## config.mk

```make
export PLATFORM = sky130hd
export DESIGN_NAME = boundary_writer
export DESIGN_NICKNAME = d
export VERILOG_FILES = /design/src/rtl/mb_geom_pkg.sv /design/src/rtl/pixel_pkg.sv /design/src/rtl/boundary_writer.sv
export VERILOG_INCLUDE_DIRS = /design/src /design/src/rtl
export SDC_FILE = /design/constraint.sdc
export NUM_CORES = 1
export LEC_CHECK = 0
export BUFFER_PORTS_ARGS = -buffer_cell sky130_fd_sc_hd__buf_2
export CAP_MARGIN = 20
export CORE_AREA = 3 3 500 502
export DETAILED_ROUTE_END_ITERATION = 8
export DIE_AREA = 0 0 503 505
export PLACE_DENSITY = 0.33
export SETUP_SLACK_MARGIN = 0.15
export SYNTH_ARGS = -nofsm -noshare
export SYNTH_HDL_FRONTEND = slang
export SYNTH_SLANG_ARGS = --single-unit
export TNS_END_PERCENT = 10
```

## constraint.sdc

```tcl
create_clock -name clk -period 17.22 [get_ports clk]
set_input_delay 0.861 -clock clk [delete_from_list [all_inputs] [get_ports clk]]
set_output_delay 0.861 -clock clk [all_outputs]
set_load 0.01 [all_outputs]
```

## src/rtl/intra_config.svh

```systemverilog
`ifndef INTRA_CONFIG_SVH
`define INTRA_CONFIG_SVH

// ------------------------------------------------------------------------
// Picture size limit
// ------------------------------------------------------------------------

// Widest picture, in macroblocks
`define INTRA_MAX_MB_COLS 120

// Two words per column, luma then chroma
`define INTRA_LB_AW 8

// ------------------------------------------------------------------------
// Substitute samples for missing neighbors
// ------------------------------------------------------------------------

`define INTRA_FILL_TOP 8'd127
`define INTRA_FILL_LEFT 8'd129

`endif

```

## src/rtl/mb_geom_pkg.sv

```systemverilog
`default_nettype none

package mb_geom_pkg;

    // Macroblock column or row index
    typedef logic [7:0] mb_coord_t;

    // Fetch request for one macroblock
    typedef struct packed {
        mb_coord_t mb_x;
        mb_coord_t mb_y;
        // Picture width in macroblocks
        mb_coord_t pic_mb_width;
    } mb_req_t;

endpackage

`default_nettype wire

```

## src/rtl/pixel_pkg.sv

```systemverilog
`default_nettype none

`include "intra_config.svh"

package pixel_pkg;

    // ------------------------------------------------------------------------
    // Samples and edges
    // ------------------------------------------------------------------------

    typedef logic [7:0] sample_t;

    // Sample 0 sits in the low bits, rows and columns alike
    typedef sample_t [15:0] luma_row_t;
    typedef sample_t [7:0] chroma_row_t;

    // Edges of a finished macroblock
    typedef struct packed {
        luma_row_t   bot_y;
        luma_row_t   right_y;
        chroma_row_t bot_u;
        chroma_row_t right_u;
        chroma_row_t bot_v;
        chroma_row_t right_v;
    } mb_edges_t;

    // Everything intra prediction needs around one macroblock
    typedef struct packed {
        luma_row_t     top_y;
        sample_t [3:0] top_right_y;
        chroma_row_t   top_u;
        chroma_row_t   top_v;
        luma_row_t     left_y;
        chroma_row_t   left_u;
        chroma_row_t   left_v;
        sample_t       top_left_y;
        sample_t       top_left_u;
        sample_t       top_left_v;
    } nbr_set_t;

    // ------------------------------------------------------------------------
    // Line buffer bus
    // ------------------------------------------------------------------------

    // Even address luma row, odd address chroma word with u in the low half
    typedef logic [`INTRA_LB_AW-1:0] lb_addr_t;
    typedef logic [127:0] lb_word_t;

    typedef struct packed {
        logic     cyc;
        logic     stb;
        logic     we;
        lb_addr_t adr;
        lb_word_t dat;
    } wb_m2s_t;

    typedef struct packed {
        logic     ack;
        lb_word_t dat;
    } wb_s2m_t;

endpackage

`default_nettype wire

```

## src/rtl/boundary_writer.sv

```systemverilog
`timescale 1ns/1ps
`default_nettype none

`include "intra_config.svh"

module boundary_writer (
    input  logic                   clk,
    input  logic                   rst_n,
    input  logic                   store_valid,
    output logic                   store_ready,
    input  pixel_pkg::mb_edges_t   store_edges,
    input  mb_geom_pkg::mb_coord_t store_col,
    output pixel_pkg::mb_edges_t   left_edges,
    output pixel_pkg::wb_m2s_t     bus_out,
    input  pixel_pkg::wb_s2m_t     bus_in
);
    import mb_geom_pkg::*;
    import pixel_pkg::*;

    typedef enum logic [1:0] {
        idle,
        wr_luma,
        wr_chroma
    } wr_state_t;

    wr_state_t state;
    // High for the cycle after an ack, strobe stays low
    logic      gap_q;
    mb_coord_t col_q;
    mb_edges_t edges_q;
    logic      take;

    assign store_ready = (state == idle);
    assign take        = store_valid && store_ready;

    // ------------------------------------------------------------------------
    // Write sequence
    // ------------------------------------------------------------------------

    always_ff @(posedge clk or negedge rst_n) begin
        if (!rst_n) begin
            state <= idle;
            gap_q <= 1'b0;
            col_q <= '0;
        end else begin
            gap_q <= bus_in.ack;
            case (state)
                idle: begin
                    if (take) begin
                        state <= wr_luma;
                        col_q <= store_col;
                    end
                end
                wr_luma: begin
                    if (bus_in.ack) begin
                        state <= wr_chroma;
                    end
                end
                wr_chroma: begin
                    if (bus_in.ack) begin
                        state <= idle;
                    end
                end
                default: state <= idle;
            endcase
        end
    end

    // Bottom rows for the line buffer, right columns for the next macroblock
    always_ff @(posedge clk) begin
        if (take) begin
            edges_q <= store_edges;
        end
    end

    assign left_edges = edges_q;

    always_comb begin
        bus_out.cyc = (state != idle) && !gap_q;
        bus_out.stb = (state != idle) && !gap_q;
        bus_out.we  = 1'b1;
        bus_out.adr = {col_q[`INTRA_LB_AW-2:0], state == wr_chroma};
        if (state == wr_chroma) begin
            bus_out.dat = {edges_q.bot_v, edges_q.bot_u};
        end else begin
            bus_out.dat = edges_q.bot_y;
        end
    end

endmodule

`default_nettype wire

```

After elaboration in Yosys (flattened, before gate mapping)
Index checks and enable logic that the tools add are counted.
{"block": "totals", "ff_bits": 522, "output_inout_bits": 652, "in_bits": 652, "wordCells": 84}
{"block": "op_classes", "n_mux": 5, "n_eq_ne": 5, "reduce_logical": 7}
{"operator": "128-bit 2-to-1 mux", "n": 1}
{"operator": "2-bit 2-to-1 mux", "n": 3}
{"operator": "2-bit one-hot mux with 3 select lines", "n": 1}
{"operator": "2-bit by 1-bit inequality test with 1-bit output (second input constant)", "n": 2}
{"operator": "3-bit AND reduction", "n": 1}
{"operator": "2-bit by 1-bit equality test with 1-bit output (second input constant)", "n": 1}
{"operator": "2-bit equality test (second input constant)", "n": 1}
{"operator": "1-bit logical AND", "n": 2}
{"operator": "2-bit zero test", "n": 1}
{"operator": "2-bit inequality test (second input constant)", "n": 1}
{"operator": "2-bit AND reduction", "n": 1}
{"operator": "2-bit nonzero test", "n": 1}
{"operator": "1-bit zero test", "n": 1}

Logic depth before layout (Yosys ltp)
{"block": "depth", "depth_word": 4, "mapped_depth": 4, "depth_no_buf": 2}

Worst setup path after synthesis
Ideal clock, no wire load.
{"block": "synth_timing", "path_type": "input -> register", "startpoint": "input port store_valid", "endpoint": "register col_q[0]", "arrival_ps": 15063, "path_slack_ps": 2027, "path_stages": 2, "setup_time_ps": 130, "required_time_ps": 17090, "n_path_buf": 0, "path_cell_list": "nor3b_4 -> mux2_2"}
{"block": "synth_via", "elab_chain_cells": 2}
{"element": "start: declaration", "line": "boundary_writer.sv:9", "rtl": "input logic store_valid,"}
{"element": "1-bit logical AND", "line": "boundary_writer.sv:34", "rtl": "assign take = store_valid && store_ready;"}
{"element": "2-bit AND reduction (no source line)"}
{"element": "end signal: assignment", "line": "boundary_writer.sv:51", "rtl": "col_q <= store_col;"}
{"element": "end: declaration", "line": "boundary_writer.sv:29", "rtl": "mb_coord_t col_q;"}
Every way passes these cells.
A chain may end at the register's enable or synchronous reset.

==> summary.md <==
| Metric | Value |
|---|---|
| CTS tree | `done` |
| Leak Pwr | `around 12 nW` |
| Main synth FF type | `edfxtp_1` |
| Compound-Gate Fraction of Synth Area | `0.000421` |
| Pin count of the biggest net entering global routing | `between 100 and 150` |
| Post-synthesis register bit count | `roughly 520` |
| DRT antenna net count | `0` |
| Core Box Area | `~250000 um2` |
| Most instantiated cells after synthesis | `edfxtp_1 (512), mux2_4 (100), mux2_2 (36)` |
| Most frequent CP cell | `buf_4` |
| Pwr per Cell Area | `~160 nW/um2` |
| Worst setup margin | `around 12 ns` |
| Top Ports | `1304` |
| Post-synth top area cell | `edfxtp_1` |
| Clock buffer depth | `3` |
| Fin Setup TNS | `0 ns` |
| CTS root buf | `clkbuf_16` |
| Die height | `~500 um` |
| Post-Syn Area | `roughly 18000 um2` |
| Final Max Slew Viols | `0` |
| Worst Max-Slew Pin Slew | `slightly below 1 ns` |
| Achievable Freq | `177 MHz` |
| GRT overflow | `0` |
| Max-Cap Viols | `0` |
| Fraction of registers with async set/reset | `0.0192` |
| Slew margin rel. | `0.343` |
| CP startpoint kind | `register` |
| Min-Delay Path Class | `in2reg` |
| Largest family of logic cells by synthesized area | `multiplexers` |
| XOR/XNOR Fraction of Synth Area | `0` |
| Proportion of synthesized area in mux cells | `0.107` |
| Shortest period the worst path allows | `between 5 and 6 ns` |
| Clk sinks | `between 500 and 600` |
| Port bufs | `1173` |
| Critical Path Max Stage Delay | `0.78 ns` |
| DR vias | `around 13000` |
| Cell with the most instances after synthesis | `edfxtp_1` |
| Register clock-pin slew on the reported worst setup and hold paths | `roughly 0.070 ns` |
| Worst Skew | `0.0271 ns` |
| First drt pass iteration count | `6` |
| Tcrit/Tclk final | `0.329` |
| Crit path buf inv count | `4` |
| Htree depth | `3` |
| Critical-path cell list | `nor2b_4, buf_4, buf_4, buf_4, mux2_2, buf_2` |
| Status | `finished clean` |
| Yosys top cell area share | `0.861` |
| Global Route Usage Sum | `0.103` |
| Internal power | `3.19 mW` |
| Sw Ratio | `0.334` |
| Clk pwr share | `0.342` |
| PostCTS Resize Cnt | `0` |
| Crit-path max FO | `45` |
| Final setup fails | `0` |
| Row cnt | `182` |
| Vias per inst | `about 2.5` |
| Initial antenna violation count | `230` |
| Worst EP required | `roughly 16 ns` |
| Combinational share of power | `0.257` |
| Post-synth net total | `between 1000 and 1500` |
| Fin. Hold Viols | `0` |
| Synth Area in Simple Gates | `0.00280` |
| Worst VDD drop | `roughly 0.090 mV` |
| Global-route wire length before repair | `between 150000 and 200000 um` |
| Worst path top cell family by delay | `buffers and inverters` |
| Final WL | `137000 um` |
| Vias in the first global route | `~13000` |
| Die X | `slightly above 500 um` |
| CP endpoint kind | `output pin` |
| TritonCTS buffer count | `77` |
| Place WS | `12.13 ns` |
| Area growth syn-to-layout | `69.4%` |
| Register area share after synthesis | `0.875` |
| Psw | `about 1.6 mW` |
| Synth area leaders | `edfxtp_1 (86%), mux2_4 (8.4%), mux2_2 (2.3%)` |
| Final Total Pwr | `4.80 mW` |
| Mean Syn Cell Area | `26.2 um2` |
| Synth Instances | `a little under 700` |
| Routed WL per cell | `26.0 um` |
| Drt first-iter violations | `835` |
| Initial Util | `0.0727` |
| Number of synthesis warnings | `0` |
| Final Cell Area | `approximately 30000 um2` |
| Synth Area in Adders | `0` |
| NumNets Final | `~2600` |
| Gpl congestion | `0.831` |
| Filler cells | `between 20000 and 30000` |
| WP data arrival | `~4.8 ns` |
| Placed inst area | `27600 um2` |
| Slowest cell on crit path | `buf_4` |
| Clk Latency, worst-skew pair | `0.70 ns` |
| Final hold slack | `0.330 ns` |
| RSZ-0062 raised after global routing | `false` |
| Layout cells sized above 1 | `0.721` |
| Residual DRC count | `0` |
| Seq pwr share | `0.402` |
| Unique masters post-synth | `12` |
| Die Area | `approximately 250000 um2` |
| EDFF count, synth | `512` |
| Post-DP HPWL | `118000 um` |
| Crit Path Category | `reg2out` |
[cells by family (layout without fill, tap and decap cells)]
| group | Yosys count | count (layout) |
|---|---|---|
| muxes | 136 | 136 |
| DFF | 522 | 522 |
| buffers and inverters | 16 | 1322 |
| and+or+nand+nor | 6 | 6 |
| AOI/OAI and AO/OA | 1 | 1 |
| other | 1 | 49 |
[cell type report]
class                           instances  area [um2]  share of cell area
Clock inverter                         47         518              0.0171
Timing Repair Buffer                 1185        5980               0.198
Antenna cell                           48         120             0.00397
Sequential cell                       522       15600               0.517
Tap cell                             3220        4030               0.133
Multi-Input combinational cell        144        1970              0.0651
Clock buffer                           90        2010              0.0664
[repair_timing]
item | 4_1_cts | 5_1_grt
hold buffers | 1 | 0
endpoints found under the hold margin | 10 | 0
buffers inserted | 0 | 0
[placed cells by master, fill, tap and decap left out, drive strengths merged]
cell and count:
mux2 136, edfxtp 512, dlygate4sd3 1, clkbuf 90
clkinvlp 2, bufinv 8, inv 8, conb 1
nor2 3, a211oi 1, diode 48, clkinv 29
dfrtp 10, nor3b 1, nor2b 2, buf 1184
[registers in the layout, summed over array words and instances, names as in the netlist]
signal	count
state	2
left_edges	512
col_q	7
gap_q	1
[power groups by stage]
stage | Sequential [mW] | Clock [mW] | Combinational (mW)
after floorplan | 2.15 | 0 | 0.504
after global placement | 1.97 | 0 | 1.29
after detailed placement | 1.97 | 0 | 1.28
after CTS | 1.95 | 1.74 | 1.28
after global routing | 1.96 | 1.77 | 1.32
final | 1.93 | 1.64 | 1.23
[path summary, 6_finish.rpt]
kind / slack, ns / to / from / depth (start not counted)
worst max-delay path: 11.56 / bus_out[4] / state[1] / 6
worst min-delay path: 0.33 / left_edges[85] / store_edges[85] / 1
worst max register to register: 13.63 / left_edges[334] / state[0] / 4
worst min register to register: 0.50 / col_q[6] / col_q[6] / 1
max in group asynchronous: 16.35 / col_q[4] / rst_n / 2
min in group asynchronous: 0.63 / col_q[6] / rst_n / 2
[through the flow]
step | utilization | std cells
final | 0.123 | 5256
after floorplan | - | 682
after detailed placement | 0.112 | 5070
after CTS | 0.123 | 5208
after global routing | 0.123 | 5223
after global placement | 0.112 | 5070
[per-layer routing]
layer | global-route usage | wire, um | vias up
met4 | 0.0342 | 5100 | 170
li1 | - | - | 5340
met1 | 0.0898 | 41200 | 6038
met3 | 0.0924 | 26600 | 400
met5 | 0 | 1140 | -
met2 | 0.169 | 62800 | 1162
No activity file was read; power rests on OpenSTA's default activity.
