--- src/rtl/intra_config.svh ---
`ifndef INTRA_CONFIG_SVH
`define INTRA_CONFIG_SVH

// ------------------------------------------------------------------------
// Picture size limit
// ------------------------------------------------------------------------

// Widest picture, in macroblocks
`define INTRA_MAX_MB_COLS 120

// Two words per column, luma then chroma
`define INTRA_LB_AW 8

// ------------------------------------------------------------------------
// Substitute samples for missing neighbors
// ------------------------------------------------------------------------

`define INTRA_FILL_TOP 8'd127
`define INTRA_FILL_LEFT 8'd129

`endif

--- src/rtl/pixel_pkg.sv ---
`default_nettype none

`include "intra_config.svh"

package pixel_pkg;

    // ------------------------------------------------------------------------
    // Samples and edges
    // ------------------------------------------------------------------------

    typedef logic [7:0] sample_t;

    // Sample 0 sits in the low bits, rows and columns alike
    typedef sample_t [15:0] luma_row_t;
    typedef sample_t [7:0] chroma_row_t;

    // Edges of a finished macroblock
    typedef struct packed {
        luma_row_t   bot_y;
        luma_row_t   right_y;
        chroma_row_t bot_u;
        chroma_row_t right_u;
        chroma_row_t bot_v;
        chroma_row_t right_v;
    } mb_edges_t;

    // Everything intra prediction needs around one macroblock
    typedef struct packed {
        luma_row_t     top_y;
        sample_t [3:0] top_right_y;
        chroma_row_t   top_u;
        chroma_row_t   top_v;
        luma_row_t     left_y;
        chroma_row_t   left_u;
        chroma_row_t   left_v;
        sample_t       top_left_y;
        sample_t       top_left_u;
        sample_t       top_left_v;
    } nbr_set_t;

    // ------------------------------------------------------------------------
    // Line buffer bus
    // ------------------------------------------------------------------------

    // Even address luma row, odd address chroma word with u in the low half
    typedef logic [`INTRA_LB_AW-1:0] lb_addr_t;
    typedef logic [127:0] lb_word_t;

    typedef struct packed {
        logic     cyc;
        logic     stb;
        logic     we;
        lb_addr_t adr;
        lb_word_t dat;
    } wb_m2s_t;

    typedef struct packed {
        logic     ack;
        lb_word_t dat;
    } wb_s2m_t;

endpackage

`default_nettype wire

--- src/rtl/wb_arbiter.sv ---
`timescale 1ns/1ps
`default_nettype none

module wb_arbiter (
    input  logic               clk,
    input  logic               rst_n,
    input  pixel_pkg::wb_m2s_t m0_in,
    input  pixel_pkg::wb_m2s_t m1_in,
    output pixel_pkg::wb_s2m_t m0_out,
    output pixel_pkg::wb_s2m_t m1_out,
    output pixel_pkg::wb_m2s_t s_out,
    input  pixel_pkg::wb_s2m_t s_in
);
    // Bus owned in the previous cycle
    logic lock_q;
    // Master of the most recent grant
    logic last_q;
    logic owner_cyc;
    logic hold;
    logic pick;
    logic gnt;
    logic gnt_cyc;

    // ------------------------------------------------------------------------
    // Grant
    // ------------------------------------------------------------------------

    // Current owner keeps the bus until it drops cyc
    assign owner_cyc = last_q ? m1_in.cyc : m0_in.cyc;
    assign hold      = lock_q && owner_cyc;

    // Tie goes to the master that waited
    assign pick    = (m0_in.cyc && m1_in.cyc) ? !last_q : m1_in.cyc;
    assign gnt     = hold ? last_q : pick;
    assign gnt_cyc = gnt ? m1_in.cyc : m0_in.cyc;

    always_ff @(posedge clk or negedge rst_n) begin
        if (!rst_n) begin
            lock_q <= 1'b0;
            last_q <= 1'b1;
        end else begin
            lock_q <= gnt_cyc;
            if (gnt_cyc) begin
                last_q <= gnt;
            end
        end
    end

    // ------------------------------------------------------------------------
    // Routing
    // ------------------------------------------------------------------------

    assign s_out  = gnt ? m1_in : m0_in;
    assign m0_out = '{ack: s_in.ack && !gnt, dat: s_in.dat};
    assign m1_out = '{ack: s_in.ack && gnt, dat: s_in.dat};

    // An ack answers the strobe of the master granted one cycle earlier
    ack_to_owner: assert property (@(posedge clk) disable iff (!rst_n)
        s_in.ack |-> $past(gnt_cyc) && (gnt == $past(gnt)))
        else $error("wb_arbiter: ack routed away from its requester");

endmodule

`default_nettype wire

--- config.mk ---
export PLATFORM = sky130hd
export DESIGN_NAME = wb_arbiter
export DESIGN_NICKNAME = d
export VERILOG_FILES = /design/src/rtl/pixel_pkg.sv /design/src/rtl/wb_arbiter.sv
export VERILOG_INCLUDE_DIRS = /design/src /design/src/rtl
export SDC_FILE = /design/constraint.sdc
export NUM_CORES = 1
export LEC_CHECK = 0
export ABC_AREA = 1
export BUFFER_PORTS_ARGS = -buffer_cell sky130_fd_sc_hd__buf_2
export CORE_AREA = 2 2 311 313
export CTS_CLUSTER_DIAMETER = 60
export DETAILED_ROUTE_END_ITERATION = 8
export DIE_AREA = 0 0 313 315
export GPL_ROUTABILITY_DRIVEN = 0
export PLACE_DENSITY = 0.3
export REMOVE_ABC_BUFFERS = 1
export SETUP_SLACK_MARGIN = 0.5
export SLEW_MARGIN = 20
export SYNTH_ARGS = -nofsm -noshare
export SYNTH_HDL_FRONTEND = slang
export SYNTH_SLANG_ARGS = --single-unit
--- constraint.sdc ---
create_clock -name clk -period 2.8 [get_ports clk]
set_input_delay 0.56 -clock clk [delete_from_list [all_inputs] [get_ports clk]]
set_output_delay 0.56 -clock clk [all_outputs]
set_load 0.02 [all_outputs]
# After elaboration in Yosys (flattened, before gate mapping)
# Index checks and enable logic that the tools add are counted.
# word_totals
reg_bits	2
output_inout_bits	397
# op_classes
n_mux	5
n_reduce_logical	6
# op_table
cell	count
$mux W139	1
$logic_and A1 B1 Y1	4
$mux W1	4
$logic_not A1 Y1	2

# Logic depth before layout (Yosys ltp)
# Gate-level depths: netlist of the first run.
# depth
ltp_word	5
depth_mapped	8
depth_no_buf	6

# Worst setup path after synthesis of the first run
# No wires, ideal clock.
# synth_timing
path_type	input-to-output
startpoint	input port m1_in[138] (netlist name)
endpoint	output port m0_out[128] (netlist name)
arrival_time_ps	1399
required_ps	2240
setup_slack_ps	841
path_stages	4
n_path_buf	3
cell_sequence	buf_2 -> buf_2 -> buf_2 -> a21oi_1
# synth_rtl
element	line_no	rtl
from (decl)	wb_arbiter.sv:8	input pixel_pkg::wb_m2s_t m1_in,
to (decl)	wb_arbiter.sv:9	output pixel_pkg::wb_s2m_t m0_out,

==> impl_metrics.env, run 1 <==
export IMPL_crit_family="buffers and inverters"
export IMPL_syn_area_per_cell_um2=5.486
export IMPL_synth_top_area_share_pct=50.42
export IMPL_async_flop_share_pct=100.0
export IMPL_antenna_found_initial=12
export IMPL_grt_max_degree=73
export IMPL_worstHoldPathType="primary input to asynchronous set/reset pin"
export IMPL_io_buffers=421
export IMPL_tritoncts="yes"
export IMPL_dp_cells=2138
export IMPL_cp_data_arrival_time_ns=1.91
export IMPL_cp_end_kind="output pin"
export IMPL_dp_slack_ns=0.1981
export IMPL_drt_wl_total_um=87440
export IMPL_worst_path_max_delay_cell="dfstp_2"
export IMPL_fillers=11270
export IMPL_status="complete, no violations"
export IMPL_hold_viol=0
export IMPL_powerDensity_mw_per_mm2=286.4
export IMPL_syn_to_final_growth_pct=116.0
export IMPL_drtIter0Drc=408
export IMPL_path_buf_inv=3
export IMPL_syn_area_mm2=0.004005
export IMPL_grt_pass1_vias=5995
export IMPL_ctsHoldBuffers=0
export IMPL_clock_sinks=2
export IMPL_power_static_leakage_nw=4.041
export IMPL_grt_total_usage_pct=16.67
export IMPL_yosysWarnings=0
export IMPL_dieArea_mm2=0.09860
export IMPL_synthCells=730
export IMPL_worst_pin_slew_ns=0.5034
export IMPL_synthTopCellsByArea="buf_4, nand2_1, nand3_1"
export IMPL_antenna_left=0
export IMPL_period_share_pct=88.38
export IMPL_die_w_um=313
export IMPL_rrSetupSlack_ns=1.22
export IMPL_yosysSeqAreaShare_pct=1.281
export IMPL_fmax_mhz=404.1
export IMPL_ir_drop_uv=130.1
export IMPL_grt_overflow=0
export IMPL_finalCriticalPeriod_ns=2.475
export IMPL_drc=0
export IMPL_synth_ff_latch_count=2
export IMPL_synth_edf_count=0
export IMPL_synth_top_cell_by_area="buf_4"
export IMPL_fin_ws_ns=0.3253
export IMPL_r2r_start="last_q"
export IMPL_yosysMostFrequentCell="nand2_1"
export IMPL_stdcell_count=2191
export IMPL_vias_per_cell=2.862
export IMPL_coreArea_mm2=0.09571
export IMPL_insertion_delay_ns=0.22
export IMPL_path_max_fanout=9
export IMPL_drive_above_1_share_pct=71.19
export IMPL_multi_input_area_mm2=0.002830
export IMPL_crit_start="last_q"
export IMPL_rr_worst_depth=8
export IMPL_cpPeakStageDelay_ns=0.53
export IMPL_crit_chain="nand2_2 -> nand3_4 -> buf_8 -> bufbuf_16 -> nand3_1 -> nand2_1 -> buf_2"
export IMPL_vias=6270
export IMPL_path_clk_slew_ns=0.03
export IMPL_whs_ns=0.1154
export IMPL_critPathRequiredTime_ns=2.24
export IMPL_cts_root_buf="clkbuf_16"
export IMPL_grt_pass1_wl_um=99570
export IMPL_worst_path_stages=7
export IMPL_die_height_um=315
export IMPL_avgRoutedWirePerCell_um=39.91
export IMPL_rsz0062_at_grt="true"
export IMPL_crit_type="flip-flop to output pin"
export IMPL_ys_flop_type="dfstp_2"
export IMPL_dr_pass1_iters=4
export IMPL_max_slew_margin_pct=66.44
export IMPL_dpl_hpwl_um=69750
export IMPL_fin_nets=1323
export IMPL_setup_viol=0
export IMPL_skew_ns=0.003750
export IMPL_maxCapViolCount=0
export IMPL_area_sequential_um2=51.30
export IMPL_drv_slew=0
export IMPL_rows=114
export IMPL_start_util_pct=4.185
export IMPL_synth_cell_types=16
export IMPL_h_tree_depth=1
export IMPL_cp_start_kind="flip-flop"
export IMPL_ios=806
export IMPL_cp_endpoint="s_out[8]"
export IMPL_clockBufferDepth=2
export IMPL_cts_made_buffers=3
export IMPL_rr_endpoint="last_q"
export IMPL_synthTopCellsByCount="nand2_1, buf_4, nand3_1, buf_2, clkbuf_1"
## cell usage in the layout (no fill, tap or decap), types with 19 or more instances in the layout
master	n
nand3_4	25
nand2_4	44
buf_2	313
nand3_2	26
buf_6	71
buf_4	19
buf_12	43
nand3_1	88
nand2_1	169
nand2_2	63
## worst register-to-register path, delay by kind of cell, from the launching register on
| family | cells | cell delay [ns] |
|---|---|---|
| AO/OA/AOI/OAI | 1 | 0.07 |
| flip-flops | 1 | 0.53 |
| buffers and inverters | 4 | 0.44 |
| AND/OR/NAND/NOR | 3 | 0.47 |
## power by group
part / internal, mW / switching, mW / total, mW
sequential: 0.0325 / 0.00161 / 0.0341
clock: 0.188 / 0.0373 / 0.225
combinational: 0.956 / 1.26 / 2.22
total: 1.18 / 1.30 / 2.48
## timing repair
| action | CTS | global route |
|---|---|---|
| cloned | 14 | 7 |
| setup buffers | 23 | 3 |
| pin swaps | 44 | 30 |
| endpoints found under the setup margin | 140 | 141 |
| gates resized for setup | 261 | 170 |
## sequential cells by signal, indices dropped and copies added (netlist names)
name / flops
lock_q: 1
last_q: 1
## metal layers
layer	part of all wire, %	track usage (%)	up-vias
met3	23	18.62	86
met5	1.9	9.865	-
met2	37	21.59	943
met1	37	17.74	2791
li1	-	-	2411
met4	1.1	1.457	39
## final cells by class
type	count	share of cell area (%)
repair buffers	478	47.14
well taps	1276	18.46
multi-input cells	426	32.72
inverters	3	0.1302
flip-flops and latches	2	0.5930
clock buffers	4	0.9112
diodes	2	0.05785
## logic make-up (layout without fill, tap and decap cells)
kind of cell / count (synthesis) / after routing / share of synthesized area (%)
AO/OA/AOI/OAI: 2 / 2 / 0.2497
buffers and inverters: 306 / 485 / 54.51
flip-flops: 2 / 2 / 1.281
other: 0 / 2 / 0
AND/OR/NAND/NOR: 420 / 424 / 43.96
## through the flow
stage	setup TNS [ns]	area [um^2]	utilization [%]	total power, mW
2_1_floorplan	-277.78	1833	-	0.5924
4_1_cts	0	7785	8.134	2.333
3_3_place_gp	0	6167	6.444	1.618
6_report	0	8651	9.039	2.478
5_1_grt	0	8648	9.036	2.648
3_5_place_dp	0	6167	6.444	1.608
## how the worst min path moves through the flow
stage | start | endpoint | cells past startpoint
after floorplan | rst_n | lock_q | 0
after global placement | rst_n | lock_q | 1
after detailed placement | rst_n | lock_q | 1
after CTS | rst_n | lock_q | 1
after global routing | rst_n | lock_q | 1
final | rst_n | lock_q | 1
Power figures use the tool's default switching activity.
==> inputs of run 2 (changes only) <==
==> constraint.sdc (replaced) <==
create_clock -name clk -period 2.8 [get_ports clk]
set_input_delay 0.56 -clock clk [delete_from_list [all_inputs] [get_ports clk]]
set_output_delay 0.56 -clock clk [all_outputs]
set_load 0.005 [all_outputs]
==> impl_metrics.env, run 2 (synthesis results as in run 1) <==
export IMPL_finalCriticalPeriod_ns=2.330
export IMPL_cp_end_kind="output pin"
export IMPL_fmax_mhz=429.2
export IMPL_cp_data_arrival_time_ns=1.77
export IMPL_utilization_pct=7.622
export IMPL_setup_viol=0
export IMPL_reg_largest_list="last_q: 1 flops, lock_q: 1 flops"
export IMPL_fillers=11434
export IMPL_ir_drop_uv=136.2
export IMPL_powerDensity_mw_per_mm2=246.7
export IMPL_grt_total_usage_pct=15.51
export IMPL_worstHoldPathType="primary input to asynchronous set/reset pin"
export IMPL_skew_ns=0.003451
export IMPL_final_common_cell="buf_2"
export IMPL_start_util_pct=4.185
export IMPL_h_tree_depth=1
export IMPL_crit_chain="inv_2 -> nand2_2 -> nand3_4 -> nand2_8 -> buf_12 -> buf_16 -> nand2_1 -> nand2_1 -> buf_2"
export IMPL_worst_path_max_delay_cell="dfstp_2"
export IMPL_rows=114
export IMPL_clockBufferDepth=2
export IMPL_drtIter0Drc=421
export IMPL_maxCapViolCount=0
export IMPL_die_w_um=313
export IMPL_path_clk_slew_ns=0.03
export IMPL_insertion_delay_ns=0.22
export IMPL_antenna_left=0
export IMPL_tritoncts="yes"
export IMPL_whs_ns=0.1230
export IMPL_grt_overflow=0
export IMPL_ctsHoldBuffers=0
export IMPL_hold_viol=0
export IMPL_worst_pin_slew_ns=0.2760
export IMPL_drive_above_1_share_pct=62.57
export IMPL_grt_pass1_vias=5939
export IMPL_vias=6071
export IMPL_path_buf_inv=4
export IMPL_tns_ns=0
export IMPL_rsz0062_at_grt="true"
export IMPL_ios=806
export IMPL_max_slew_margin_pct=81.60
export IMPL_area_sequential_um2=51.30
export IMPL_period_share_pct=83.20
export IMPL_status="complete, no violations"
export IMPL_syn_to_final_growth_pct=82.13
export IMPL_crit_family="flip-flops"
export IMPL_crit_type="flip-flop to output pin"
export IMPL_critPathRequiredTime_ns=2.24
export IMPL_grt_pass1_wl_um=92940
export IMPL_multi_input_area_mm2=0.002220
export IMPL_io_buffers=421
export IMPL_cts_root_buf="clkbuf_16"
export IMPL_dieArea_mm2=0.09860
export IMPL_dpl_hpwl_um=67570
export IMPL_avgRoutedWirePerCell_um=37.47
export IMPL_dr_pass1_iters=4
export IMPL_vias_per_cell=2.790
export IMPL_drc=0
export IMPL_most_common_layout_cells="buf_2, nand2_1, nand3_1, nand2_2, buf_6"
export IMPL_cpPeakStageDelay_ns=0.52
export IMPL_die_height_um=315
export IMPL_cp_start_kind="flip-flop"
export IMPL_cts_made_buffers=3
export IMPL_drt_wl_total_um=81530
export IMPL_crit_path_frequent_cell="nand2_1"
export IMPL_path_max_fanout=8
export IMPL_grt_max_degree=57
export IMPL_coreArea_mm2=0.09571
export IMPL_drv_slew=0
export IMPL_power_static_leakage_nw=3.645
export IMPL_fin_nets=1305
export IMPL_antenna_found_initial=11
export IMPL_clock_sinks=2
==> run 2: report_power, final <==
group | internal, mW | leakage, nW | switching, mW
logic | 0.703 | 3.59 | 0.841
clock network | 0.187 | 0.0382 | 0.0338
registers | 0.0325 | 0.0208 | 0.00136
==> run 2: repair_timing <==
item | CTS | global route
endpoints found under the setup margin | 121 | 138
gates cloned | 10 | 9
resized for setup | 85 | 136
buffers inserted | 7 | 3
pin swaps | 3 | 16
==> run 2: through the flow <==
stage               power (mW)  worst slack [ns]  cells  cell area (um^2)
floorplan               0.3531            -1.881    427              1833
finish                   1.800            0.4703   2176              7295
CTS                      1.685            0.3998   2159              6550
global placement         1.253            0.3232   2138              5877
global route             1.982            0.3649   2175              7292
detailed placement       1.245            0.3271   2138              5877
==> run 2: final timing paths <==
check	startpoint	to	slack, ns	cells past startpoint
setup / recovery	last_q	s_out[92]	0.47	9
hold / removal	rst_n	lock_q	0.12	1
max in group asynchronous	rst_n	last_q	2.48	1
hold reg to reg	last_q	last_q	0.50	2
min in group clk	last_q	last_q	0.50	2
setup reg to reg	last_q	last_q	1.49	6
==> run 2: routing by layer <==
metal,GRT usage [%],part of all wire (%),up-vias
met5,10.74,2.2,-
met4,1.403,1.0,38
met3,18.79,25,73
met2,20.44,37,942
met1,15.17,34,2643
li1,-,-,2375
==> run 2: cell type report <==
type	count	area share, %
clock buffer	4	1.081
antenna	5	0.1715
sequential	2	0.7033
tap	1276	21.89
inverter	3	0.1544
timing repair buffer	463	45.57
multi-input combinational	423	30.43
