**config.mk**
```make
export PLATFORM = sky130hd
export DESIGN_NAME = neighbor_fetch
export DESIGN_NICKNAME = d
export VERILOG_FILES = /design/src/rtl/mb_geom_pkg.sv /design/src/rtl/pixel_pkg.sv /design/src/rtl/neighbor_fetch.sv
export VERILOG_INCLUDE_DIRS = /design/src /design/src/rtl
export SDC_FILE = /design/constraint.sdc
export NUM_CORES = 1
export LEC_CHECK = 0
export BUFFER_PORTS_ARGS = -buffer_cell sky130_fd_sc_hd__buf_2
export CAP_MARGIN = 10
export CORE_AREA = 2 2 539 541
export CTS_BUF_LIST = sky130_fd_sc_hd__clkbuf_16
export DETAILED_ROUTE_END_ITERATION = 16
export DIE_AREA = 0 0 541 543
export SLEW_MARGIN = 20
export SYNTH_ARGS = -nofsm -noshare
export SYNTH_HDL_FRONTEND = slang
export SYNTH_SLANG_ARGS = --single-unit
```
**constraint.sdc**
```tcl
create_clock -name clk -period 20.1 [get_ports clk]
set_clock_uncertainty 0.1 [all_clocks]
set_input_delay 1.005 -clock clk [delete_from_list [all_inputs] [get_ports clk]]
set_output_delay 1.005 -clock clk [all_outputs]
set_load 0.02 [all_outputs]
```
**src/rtl/intra_config.svh**
```systemverilog
`ifndef INTRA_CONFIG_SVH
`define INTRA_CONFIG_SVH

// ------------------------------------------------------------------------
// Picture size limit
// ------------------------------------------------------------------------

// Widest picture, in macroblocks
`define INTRA_MAX_MB_COLS 120

// Two words per column, luma then chroma
`define INTRA_LB_AW 8

// ------------------------------------------------------------------------
// Substitute samples for missing neighbors
// ------------------------------------------------------------------------

`define INTRA_FILL_TOP 8'd127
`define INTRA_FILL_LEFT 8'd129

`endif

```
**src/rtl/mb_geom_pkg.sv**
```systemverilog
`default_nettype none

package mb_geom_pkg;

    // Macroblock column or row index
    typedef logic [7:0] mb_coord_t;

    // Fetch request for one macroblock
    typedef struct packed {
        mb_coord_t mb_x;
        mb_coord_t mb_y;
        // Picture width in macroblocks
        mb_coord_t pic_mb_width;
    } mb_req_t;

endpackage

`default_nettype wire

```
**src/rtl/pixel_pkg.sv**
```systemverilog
`default_nettype none

`include "intra_config.svh"

package pixel_pkg;

    // ------------------------------------------------------------------------
    // Samples and edges
    // ------------------------------------------------------------------------

    typedef logic [7:0] sample_t;

    // Sample 0 sits in the low bits, rows and columns alike
    typedef sample_t [15:0] luma_row_t;
    typedef sample_t [7:0] chroma_row_t;

    // Edges of a finished macroblock
    typedef struct packed {
        luma_row_t   bot_y;
        luma_row_t   right_y;
        chroma_row_t bot_u;
        chroma_row_t right_u;
        chroma_row_t bot_v;
        chroma_row_t right_v;
    } mb_edges_t;

    // Everything intra prediction needs around one macroblock
    typedef struct packed {
        luma_row_t     top_y;
        sample_t [3:0] top_right_y;
        chroma_row_t   top_u;
        chroma_row_t   top_v;
        luma_row_t     left_y;
        chroma_row_t   left_u;
        chroma_row_t   left_v;
        sample_t       top_left_y;
        sample_t       top_left_u;
        sample_t       top_left_v;
    } nbr_set_t;

    // ------------------------------------------------------------------------
    // Line buffer bus
    // ------------------------------------------------------------------------

    // Even address luma row, odd address chroma word with u in the low half
    typedef logic [`INTRA_LB_AW-1:0] lb_addr_t;
    typedef logic [127:0] lb_word_t;

    typedef struct packed {
        logic     cyc;
        logic     stb;
        logic     we;
        lb_addr_t adr;
        lb_word_t dat;
    } wb_m2s_t;

    typedef struct packed {
        logic     ack;
        lb_word_t dat;
    } wb_s2m_t;

endpackage

`default_nettype wire

```
**src/rtl/neighbor_fetch.sv**
```systemverilog
`timescale 1ns/1ps
`default_nettype none

`include "intra_config.svh"

module neighbor_fetch (
    input  logic                   clk,
    input  logic                   rst_n,
    input  logic                   fetch_valid,
    output logic                   fetch_ready,
    input  mb_geom_pkg::mb_req_t   fetch_req,
    input  pixel_pkg::mb_edges_t   left_edges,
    output mb_geom_pkg::mb_coord_t cur_col,
    output logic                   nbr_valid,
    output pixel_pkg::nbr_set_t    nbr,
    output pixel_pkg::wb_m2s_t     bus_out,
    input  pixel_pkg::wb_s2m_t     bus_in
);
    import mb_geom_pkg::*;
    import pixel_pkg::*;

    typedef enum logic [2:0] {
        idle,
        rd_top,
        rd_chroma,
        rd_top_right,
        done
    } fetch_state_t;

    fetch_state_t  state;
    logic          gap_q;
    logic          take;
    mb_coord_t     col_q;
    mb_coord_t     rd_col;
    logic          left_av;
    logic          top_av;
    logic          tr_av;
    logic          left_av_q;
    logic          top_av_q;
    logic          tr_av_q;
    luma_row_t     top_y_q;
    chroma_row_t   top_u_q;
    chroma_row_t   top_v_q;
    sample_t [3:0] tr_q;
    sample_t       tl_y_q;
    sample_t       tl_u_q;
    sample_t       tl_v_q;
    nbr_set_t      nbr_d;
    nbr_set_t      nbr_q;
    logic          nbr_valid_q;

    assign fetch_ready = (state == idle);
    assign take        = fetch_valid && fetch_ready;

    // Availability of the requested macroblock
    assign left_av = (fetch_req.mb_x != '0);
    assign top_av  = (fetch_req.mb_y != '0);
    assign tr_av   = top_av &&
                     ({1'b0, fetch_req.mb_x} + 9'd1 < {1'b0, fetch_req.pic_mb_width});

    // ------------------------------------------------------------------------
    // Read sequence, reads that would be filled are skipped
    // ------------------------------------------------------------------------

    always_ff @(posedge clk or negedge rst_n) begin
        if (!rst_n) begin
            state       <= idle;
            gap_q       <= 1'b0;
            col_q       <= '0;
            left_av_q   <= 1'b0;
            top_av_q    <= 1'b0;
            tr_av_q     <= 1'b0;
            nbr_valid_q <= 1'b0;
        end else begin
            gap_q       <= bus_in.ack;
            nbr_valid_q <= (state == done);
            case (state)
                idle: begin
                    if (take) begin
                        col_q     <= fetch_req.mb_x;
                        left_av_q <= left_av;
                        top_av_q  <= top_av;
                        tr_av_q   <= tr_av;
                        state     <= top_av ? rd_top : done;
                    end
                end
                rd_top: begin
                    if (bus_in.ack) begin
                        state <= rd_chroma;
                    end
                end
                rd_chroma: begin
                    if (bus_in.ack) begin
                        state <= tr_av_q ? rd_top_right : done;
                    end
                end
                rd_top_right: begin
                    if (bus_in.ack) begin
                        state <= done;
                    end
                end
                default: state <= idle;
            endcase
        end
    end

    always_ff @(posedge clk) begin
        // Top words of the previous macroblock give the corner samples
        if (take) begin
            tl_y_q <= top_y_q[15];
            tl_u_q <= top_u_q[7];
            tl_v_q <= top_v_q[7];
        end
        if (bus_in.ack) begin
            case (state)
                rd_top: top_y_q <= bus_in.dat;
                rd_chroma: begin
                    top_u_q <= bus_in.dat[63:0];
                    top_v_q <= bus_in.dat[127:64];
                end
                rd_top_right: tr_q <= bus_in.dat[31:0];
                default: ;
            endcase
        end
        if (state == done) begin
            nbr_q <= nbr_d;
        end
    end

    // ------------------------------------------------------------------------
    // Neighbor assembly with fill
    // ------------------------------------------------------------------------

    always_comb begin
        if (top_av_q) begin
            nbr_d.top_y       = top_y_q;
            nbr_d.top_u       = top_u_q;
            nbr_d.top_v       = top_v_q;
            // Past the right picture edge, repeat the last top sample
            nbr_d.top_right_y = tr_av_q ? tr_q : {4{top_y_q[15]}};
        end else begin
            nbr_d.top_y       = {16{`INTRA_FILL_TOP}};
            nbr_d.top_u       = {8{`INTRA_FILL_TOP}};
            nbr_d.top_v       = {8{`INTRA_FILL_TOP}};
            nbr_d.top_right_y = {4{`INTRA_FILL_TOP}};
        end
        if (left_av_q) begin
            nbr_d.left_y     = left_edges.right_y;
            nbr_d.left_u     = left_edges.right_u;
            nbr_d.left_v     = left_edges.right_v;
            nbr_d.top_left_y = top_av_q ? tl_y_q : `INTRA_FILL_TOP;
            nbr_d.top_left_u = top_av_q ? tl_u_q : `INTRA_FILL_TOP;
            nbr_d.top_left_v = top_av_q ? tl_v_q : `INTRA_FILL_TOP;
        end else begin
            nbr_d.left_y     = {16{`INTRA_FILL_LEFT}};
            nbr_d.left_u     = {8{`INTRA_FILL_LEFT}};
            nbr_d.left_v     = {8{`INTRA_FILL_LEFT}};
            nbr_d.top_left_y = `INTRA_FILL_LEFT;
            nbr_d.top_left_u = `INTRA_FILL_LEFT;
            nbr_d.top_left_v = `INTRA_FILL_LEFT;
        end
    end

    // Top-right word lives one column further on
    assign rd_col = (state == rd_top_right) ? col_q + 8'd1 : col_q;

    always_comb begin
        bus_out.cyc = (state inside {rd_top, rd_chroma, rd_top_right}) && !gap_q;
        bus_out.stb = (state inside {rd_top, rd_chroma, rd_top_right}) && !gap_q;
        bus_out.we  = 1'b0;
        bus_out.adr = {rd_col[`INTRA_LB_AW-2:0], state == rd_chroma};
        bus_out.dat = '0;
    end

    assign cur_col   = col_q;
    assign nbr_valid = nbr_valid_q;
    assign nbr       = nbr_q;

    nbr_valid_pulse: assert property (@(posedge clk) disable iff (!rst_n)
        nbr_valid |=> !nbr_valid)
        else $error("neighbor_fetch: nbr_valid held for two cycles");

endmodule

`default_nettype wire

```
# == Word-level counts from Yosys, hierarchy flattened ==
# Cells that the tools add are included.
# Widths: inputs -> output; s select.
# totals
ff_bits,896
elab_cells,157
# classes
n_addsub,2
magnitude_cmp,1
eq_ne,8
mux,12
reduce_logical,14
# op_table
operator,n
$mux 32,1
$mux 8,3
$mux 3,6
$reduce_bool 8->1,2
$pmux 3 s4,1
$reduce_and 2->1,5
$add 8x1->9 const B,1
$lt 9x8->1,1
$add 7x1->7 const B,1
$mux 7,1
$eq 3x2->1 const B,2
$ne 2x1->1 const B,2
$ne 2x2->1 const B,2
$reduce_and 4->1,1
$eq 3x1->1 const B,1
$eq 3x3->1 const B,1
$logic_and 1x1->1,3
$logic_not 3->1,1
$reduce_bool 3->1,1
$logic_not 1->1,1

# == Logic depth before layout (Yosys ltp) ==
# Gate-level depths: netlist of the first run.
# logic_depth
word_depth,4
mapped_depth,8
ltp_nobuf,8

# == Worst setup path after synthesis of the first run ==
# Ideal clock, no wire load.
# synth_timing
kind,reg2reg
startpoint,register state[1]
endpoint,"register nbr_valid_q, in the netlist nbr_valid"
setup_ns,1.509
arrival_time_ns,13.623
required_time_ns,18.491
slack_ns,4.868
path_stages_with_launch,4
path_buffers,1
period_less_slack_ns,15.232
cell_sequence,dfrtp_1 clkbuf_1 nor2_1 and2_1
# synth_between
elab_chain_cells,1
# synth_rtl
element,line_no,text
"start, declared",neighbor_fetch.sv:30,fetch_state_t state;
"start signal, assigned",neighbor_fetch.sv:67,state <= idle;
"start signal, assigned",neighbor_fetch.sv:84,state <= top_av ? rd_top : done;
"start signal, assigned",neighbor_fetch.sv:89,state <= rd_chroma;
$eq 3x3->1,neighbor_fetch.sv:76,nbr_valid_q <= (state == done);
"end signal, assigned",neighbor_fetch.sv:76,
"end, declared",neighbor_fetch.sv:50,logic nbr_valid_q;
# No other way between the ends.
# A chain may end at the register's enable or synchronous reset.

# == Final worst setup path of the first run ==
# layout_timing
startpoint,register state[0]
endpoint,"register nbr_q (netlist bit nbr[235]), enable pin"
# layout_between
elab_chain_cells,1
# layout_rtl
element,line_no,text
$eq 3x3->1,neighbor_fetch.sv:125,if (state == done) begin
"end signal, assigned",neighbor_fetch.sv:126,nbr_q <= nbr_d;
"end, declared",neighbor_fetch.sv:49,nbr_set_t nbr_q;
# No other way between the ends.

==> metrics.yaml, run 1 <==
status: "finished clean"
slew_violations: 0
tightest_slew_ns: 1.16
io_pins: 1385
ctsResizeCount: 0
num_rows: 197
p_leak_nw: 16.5
p_per_area_mw_per_mm2: 129
h-tree-depth: 3
multi_input_area_mm2: 0.00485
grt_overflow_total: 0
dpl.hpwl_um: 99700
io_buffers: 999
async_flop_share_pct: 1.79
path_cells: "nor2_1, and2_4, buf_4, buf_4, buf_4, buf_4"
dp.cells: 6555
track_usage_pct: 8.40
grt_first_pass_wirelength_um: 168000
synthCells: 1824
clock-sinks: 896
start_kind: "flop"
p_switching_mw: 1.89
drc_errors: 0
synth_edf_count: 880
tritoncts: "yes"
yosysSeqAreaShare_pct: 82.3
holdWs_ns: 0.213
worstHoldPathType: "primary input to flop"
layout_setup_ws_ns: 14.99
wl_per_cell_um: 19.2
globalplace.congestion: 0.858
area_delta_synth_final_pct: 39.3
cts.clk_slew.worst_paths_ns: 0.08
vias: 19000
layout.cells.non_filler: 6774
fin_nets: 3563
p_sw_share_pct: 32.2
yosysMostFrequentCell: "edfxtp_1"
clock-root-buffer: "clkbuf_16"
finalCritPeriodShare_pct: 25.4
ir_worst_vdd_mv: 0.107
dp_slack_ns: 14.93
yosys_warnings: 0
drt_iter0_drc: 1234
start_util_pct: 11.3
grt_pass1_vias: 19500
finalHoldViolCount: 0
die_h_um: 543
die_w_um: 541
tns_ns: 0
synthDistinctLibCells: 41
dr.pass1.iters: 5
slowest_stage: "buf_4"
rsz0062_at_grt: "no"
ys_seq_elements: 896
synth_area_mm2: 0.0326
synth.top_cell.area_share_pct: 81.1
p_comb_share_pct: 21.3
path_common_cell: "buf_4"
max_stage_delay_ns: 0.81
avgSynthCellArea_um2: 17.9
synth_commonest_cells: "edfxtp_1 (880), nand2b_1 (282), and2_1 (228), buf_4 (130), clkbuf_1 (66)"
drive_gt1_share_pct: 40.4
synth_area_leaders: "edfxtp_1 (81%), nand2b_1 (5.4%), and2_1 (4.4%)"
worstPathRequired_ns: 20.39
synth_top_area_cell: "edfxtp_1"
end_kind: "flop"
core-area_mm2: 0.287
path_class: "flop to flop"
clk_latency_ns: 0.86
antenna_found_initial: 68
fmax_mhz: 196
internal_power_mw: 3.98
finalSetupViolations: 0
ys.flop_type: "edfxtp_1"
slew-limit-headroom_pct: 22.9
min_period_ns: 5.11
viasPerCell: 2.81
grt_start_max_net_pins: 189
ant_nets: 0
wl_um: 130000
dieArea_mm2: 0.294
fillers: 31600
clk_path_buf_depth: 4
pwr-share-seq_pct: 45.1
cts_buffers: 107
pwr-share-clk_pct: 33.6
cap_violations: 0
critical_path_arrival_ns: 5.40
regArea_mm2: 0.0268
critical_path.max_fanout: 73
## critical path: cells and delay by family, from the launching register on
kind          cells  cell delay, ns
simple gates      2            0.89
buf+inv           4            2.93
flops             1            0.46
## final timing paths
check                            startpoint     endpoint  slack [ns]  cells past startpoint
worst max-delay path               state[0]     nbr[235]       14.99                      6
worst min-delay path             bus_in[47]  top_y_q[47]        0.21                      1
worst max register to register     state[0]     nbr[235]       14.99                      6
worst min register to register  top_y_q[43]     nbr[483]        0.33                      1
min in group asynchronous             rst_n     top_av_q        0.73                      2
max in group asynchronous             rst_n    nbr_valid       18.80                      2
## layer usage
metal / track usage (%) / vias to the layer above / wire length (um)
met1: 8.91 / 9288 / 47200
met2: 14.4 / 1104 / 63300
li1: - / 8404 / -
met5: 0 / - / 0
met3: 3.50 / 234 / 13300
met4: 3.89 / 0 / 6320
## power by group through the flow
| stage | registers [mW] | logic, mW | clock network [mW] |
|---|---|---|---|
| after floorplan | 2.96 | 0.567 | 0 |
| after detailed placement | 2.69 | 1.30 | 0 |
| after global routing | 2.68 | 1.37 | 2.11 |
| final | 2.65 | 1.25 | 1.97 |
| after global placement | 2.69 | 1.28 | 0 |
| after CTS | 2.66 | 1.30 | 2.05 |
## final cells by class
class | count | share of cell area, %
antenna | 23 | 0.127
clock buffer | 107 | 5.90
clock inverter | 87 | 1.91
inverter | 36 | 0.298
multi-input combinational | 818 | 10.7
sequential | 896 | 59.1
tap | 3781 | 10.4
timing repair buffer | 1026 | 11.5
## metrics by stage
stage	cell area (um2)	power (mW)	utilization [%]
floorplan	33100	3.53	-
global placement	41800	3.96	14.5
detailed placement	41800	3.99	14.5
CTS	45300	6.01	15.8
global route	45400	6.16	15.8
finish	45400	5.87	15.8
## kinds of logic (layout without fill, tap and decap cells)
kind of cell	count (synthesis)	after routing	synth area share, %
other cells	1	152	0.0115
compound gates	78	78	1.72
flops	896	896	82.3
xor+xnor	12	12	0.323
fa+ha+maj	10	10	0.384
buf+inv	238	1256	4.29
simple gates	589	589	10.9
## placed cells by master, fill, tap and decap left out, drive strengths merged, types with 2 or more instances in the layout
cell type and instances:
a211oi 2, a21boi 22, a21o 30, a21oi 3
a22oi 3, a31oi 2, and2 228, and3 3
and4 2, buf 1025, bufinv 12, clkbuf 107
clkinv 42, clkinvlp 4, conb 129, dfrtp 16
diode 23, edfxtp 880, ha 10, inv 65
nand2 49, nand2b 282, nand3 8, nor2 4
nor3 2, nor4 3, o21ai 12, or2 3
xnor2 7, xor2 5
## registers in the layout (all words and copies together) (netlist names), 8 cells and up
register and flops:
tl_y_q 8, tl_v_q 8, tr_q 32, top_v_q 64
top_u_q 64, nbr 568, top_y_q 128, tl_u_q 8
cur_col 8
## repair_timing
action,CTS,global route
buffers inserted,0,0
hold buffers,1,0
hold endpoints to repair,16,0
No activity file was read; power rests on OpenSTA's default activity.
==> run 2, diff against run 1 <==
--- a/config.mk
+++ b/config.mk
@@ -6,12 +6,13 @@
 export SDC_FILE = /design/constraint.sdc
 export NUM_CORES = 1
 export LEC_CHECK = 0
+export ABC_AREA = 1
 export BUFFER_PORTS_ARGS = -buffer_cell sky130_fd_sc_hd__buf_2
 export CAP_MARGIN = 10
-export CORE_AREA = 2 2 539 541
+export CORE_AREA = 2 2 541 543
 export CTS_BUF_LIST = sky130_fd_sc_hd__clkbuf_16
 export DETAILED_ROUTE_END_ITERATION = 16
-export DIE_AREA = 0 0 541 543
+export DIE_AREA = 0 0 543 545
 export SLEW_MARGIN = 20
 export SYNTH_ARGS = -nofsm -noshare
 export SYNTH_HDL_FRONTEND = slang
==> constraint.sdc (replaced) <==
create_clock -name clk -period 4.4 [get_ports clk]
set_clock_uncertainty 0.1 [all_clocks]
set_input_delay 0.22 -clock clk [delete_from_list [all_inputs] [get_ports clk]]
set_output_delay 0.22 -clock clk [all_outputs]
set_load 0.02 [all_outputs]
==> run 2 against run 1 <==
  * Combinational power increased to 5.7 times the previous value
  * Wire length up 11%
  * Highest routed layer is now met5
  * Critical path type unchanged
  * Critical path depth is 1 higher
  * First-iteration DRC count is 28% higher
==> metrics.yaml, run 2 <==
status: "finished clean"  # unchanged
ys.flop_type: "edfxtp_1"  # unchanged
synth_xor_area_share_pct: 0.320  # was 0.323%
layout_setup_ws_ns: 1.68  # was 14.99 ns
holdWs_ns: 0.0927  # was 0.213 ns
critical_path_arrival_ns: 3.31  # was 5.40 ns
synth_area_mm2: 0.0328  # was 0.0326 mm2
globalplace.congestion: 0.926  # was 0.858
end_kind: "flop"  # unchanged
ant_nets: 0  # unchanged
min_to: "top_u_q[6]"  # was top_y_q[47]
r2r-start: "state[1]"  # was state[0]
dp_slack_ns: 1.68  # was 14.93 ns
grt_first_pass_wirelength_um: 187000  # was 168000 um
clock-root-buffer: "clkbuf_16"  # unchanged
clk_latency_ns: 0.82  # was 0.86 ns
cp_top_family: "simple AND/OR/NAND/NOR gates"  # was buffers and inverters
start_kind: "flop"  # unchanged
p_leak_nw: 20.2  # was 16.5 nW
path_class: "flop to flop"  # unchanged
ys_seq_elements: 896  # unchanged
muxShareOfSynthArea_pct: 0.0343  # was 0%
reg2reg_depth: 7  # was 6
tritoncts: "yes"  # unchanged
path_buf_inv: 2  # was 4
die_h_um: 545  # was 543 um
hold_depth: 2  # was 1
fin_nets: 4321  # was 3563
h-tree-depth: 3  # unchanged
ir_worst_vdd_mv: 0.373  # was 0.107 mV
clock-sinks: 896  # unchanged
cts_setup_buffers: 0  # unchanged
synth_area_leaders: "edfxtp_1 (80%), or2_2 (5.4%), nand2_1 (3.8%)"  # was edfxtp_1 (81%), nand2b_1 (5.4%), and2_1 (4.4%)
ctsResizeCount: 0  # unchanged
area_delta_synth_final_pct: 54.0  # was 39.3%
finalCritPeriodShare_pct: 61.9  # was 25.4%
drc_errors: 0  # unchanged
cap_violations: 0  # unchanged
r2r_slack_ns: 1.68  # was 14.99 ns
wl_per_cell_um: 18.9  # was 19.2 um
slew-limit-headroom_pct: 37.7  # was 22.9%
tightest_slew_ns: 0.934  # was 1.16 ns
yosysMostFrequentCell: "edfxtp_1"  # unchanged
grt_start_max_net_pins: 168  # was 189
final_cell_area_mm2: 0.0506  # was 0.0454 mm2
slew_violations: 0  # unchanged
layout.cells.non_filler: 7656  # was 6774
die_w_um: 543  # was 541 um
synth_adder_area_share_pct: 0.381  # was 0.384%
largest_reg_flops: 568  # unchanged
pwr-share-seq_pct: 43.4  # was 45.1%
antenna_found_initial: 47  # was 68
async_flop_share_pct: 1.79  # unchanged
fmax_mhz: 367  # was 196 MHz
min_period_ns: 2.72  # was 5.11 ns
vias: 22100  # was 19000
cts_buffers: 106  # was 107
synth_commonest_cells: "edfxtp_1 (880), nand2_1 (334), or2_2 (283), inv_1 (252), buf_4 (130)"  # was edfxtp_1 (880), nand2b_1 (282), and2_1 (228), buf_4 (130), clkbuf_1 (66)
final_common_cell: "buf_2"  # unchanged
num_rows: 198  # was 197
dpl.hpwl_um: 110000  # was 99700 um
rsz0062_at_grt: "no"  # unchanged
ctsHoldBuffers: 477  # was 1
avgSynthCellArea_um2: 15.7  # was 17.9 um2
min_from: "bus_in[6]"  # was bus_in[47]
synth.top_cell.area_share_pct: 80.5  # was 81.1%
track_usage_pct: 9.24  # was 8.40%
p_switching_mw: 9.25  # was 1.89 mW
p_per_area_mw_per_mm2: 547  # was 129 mW/mm2
reg2reg_to: "cur_col[1]"  # was nbr[235]
viasPerCell: 2.89  # was 2.81
total_power_mw: 27.7  # was 5.87 mW
max_stage_delay_ns: 0.64  # was 0.81 ns
grt_pass1_vias: 22900  # was 19500
pwr-share-clk_pct: 30.7  # was 33.6%
drive_gt1_share_pct: 40.2  # was 40.4%
path_cells: "nor2_2, nand2_2, nor2_8, inv_4, nand2_1, o21ai_2, dlygate4sd3_1"  # was nor2_1, and2_4, buf_4, buf_4, buf_4, buf_4
p_comb_share_pct: 25.9  # was 21.3%
finalSetupViolations: 0  # unchanged
synth_top_family_by_area: "simple AND/OR/NAND/NOR gates"  # unchanged
dr.pass1.iters: 5  # unchanged
core-area_mm2: 0.290  # was 0.287 mm2
worstPathRequired_ns: 4.99  # was 20.39 ns
io_pins: 1385  # unchanged
worstHoldPathType: "primary input to flop"  # unchanged
yosys_warnings: 0  # unchanged
synth_compound_area_share_pct: 0.331  # was 1.72%
internal_power_mw: 18.4  # was 3.98 mW
final_cell_mix: "buf_2 (999), edfxtp_1 (880), dlygate4sd3_1 (476)"  # was buf_2 (999), edfxtp_1 (880), nand2b_1 (282)
yosysSeqAreaShare_pct: 81.7  # was 82.3%
clk_path_buf_depth: 4  # unchanged
p_sw_share_pct: 33.5  # was 32.2%
cts.clk_slew.worst_paths_ns: 0.06  # was 0.08 ns
drt_iter0_drc: 1584  # was 1234
slowest_stage: "nor2_8"  # was buf_4
final_util_pct: 17.4  # was 15.8%
synthDistinctLibCells: 35  # was 41
critical_path.max_fanout: 29  # was 73
tns_ns: 0  # unchanged
wl_um: 145000  # was 130000 um
yosys.area_share.simple_pct: 10.5  # was 10.9%
finalHoldViolCount: 0  # unchanged
start_util_pct: 11.3  # about the same
grt_overflow_total: 0  # unchanged
synth_edf_count: 880  # unchanged
dieArea_mm2: 0.296  # was 0.294 mm2
io_buffers: 999  # unchanged
synthCells: 2091  # was 1824
placed_area_mm2: 0.0424  # was 0.0418 mm2
synth_top_area_cell: "edfxtp_1"  # unchanged
dp.cells: 6958  # was 6555
## run 2: changes by cell type in the layout (fill, tap and decap cells not counted), moves of 223 or more
| cell | delta |
|---|---|
| inv_1 | +223 |
| nand2b_1 | -282 |
| dlygate4sd3_1 | +475 |
| and2_1 | -225 |
| nand2_1 | +285 |
| or2_2 | +280 |
## run 2: cell type report
| cell class | count | area (um2) |
|---|---|---|
| antenna | 31 | 77.6 |
| clock buffer | 106 | 2650 |
| clock inverter | 84 | 658 |
| fill | 31500 | 240000 |
| inverter | 256 | 973 |
| multi-input combinational | 871 | 4310 |
| sequential | 896 | 26800 |
| tap | 3900 | 4880 |
| timing repair buffer | 1512 | 10200 |
## run 2: kinds of logic (layout without fill, tap and decap cells)
kind of cell | count (synthesis) | count (layout)
and+or+nand+nor | 703 | 703
buffers and inverters | 452 | 1958
adders and majority gates | 10 | 10
other | 1 | 160
muxes | 1 | 1
AOI/OAI and AO/OA | 16 | 16
xor gates and xnor gates | 12 | 12
DFF | 896 | 896
## run 2: per-layer routing
| metal | global-route usage [%] | up-vias | wire, um | share of wire [%] |
|---|---|---|---|---|
| met1 | 9.56 | 10800 | 51300 | 35 |
| met3 | 5.18 | 271 | 19600 | 14 |
| li1 | - | 9904 | - | - |
| met2 | 15.2 | 1204 | 66700 | 46 |
| met5 | 0 | - | 22 | 0.015 |
| met4 | 4.32 | 4 | 7060 | 4.9 |
## run 2: how the worst max path moves through the flow
stage,startpoint,endpoint,slack [ns],depth (start not counted)
2_1_floorplan,state[1],nbr_valid,-5.37,3
5_1_grt,state[1],cur_col[5],1.50,7
3_3_place_gp,state[1],nbr[310],1.75,5
4_1_cts,state[2],bus_out[133],1.61,6
6_report,state[1],cur_col[1],1.68,7
3_5_place_dp,state[1],nbr[299],1.68,5
## run 2: power by group through the flow
stage / Clock, mW / Sequential (mW) / Combinational [mW]
after global routing: 9.10 / 12.1 / 7.89
final: 8.49 / 12.0 / 7.16
after detailed placement: 0 / 12.2 / 6.98
after floorplan: 0 / 13.4 / 2.86
after global placement: 0 / 12.1 / 6.85
after CTS: 8.83 / 12.0 / 7.40
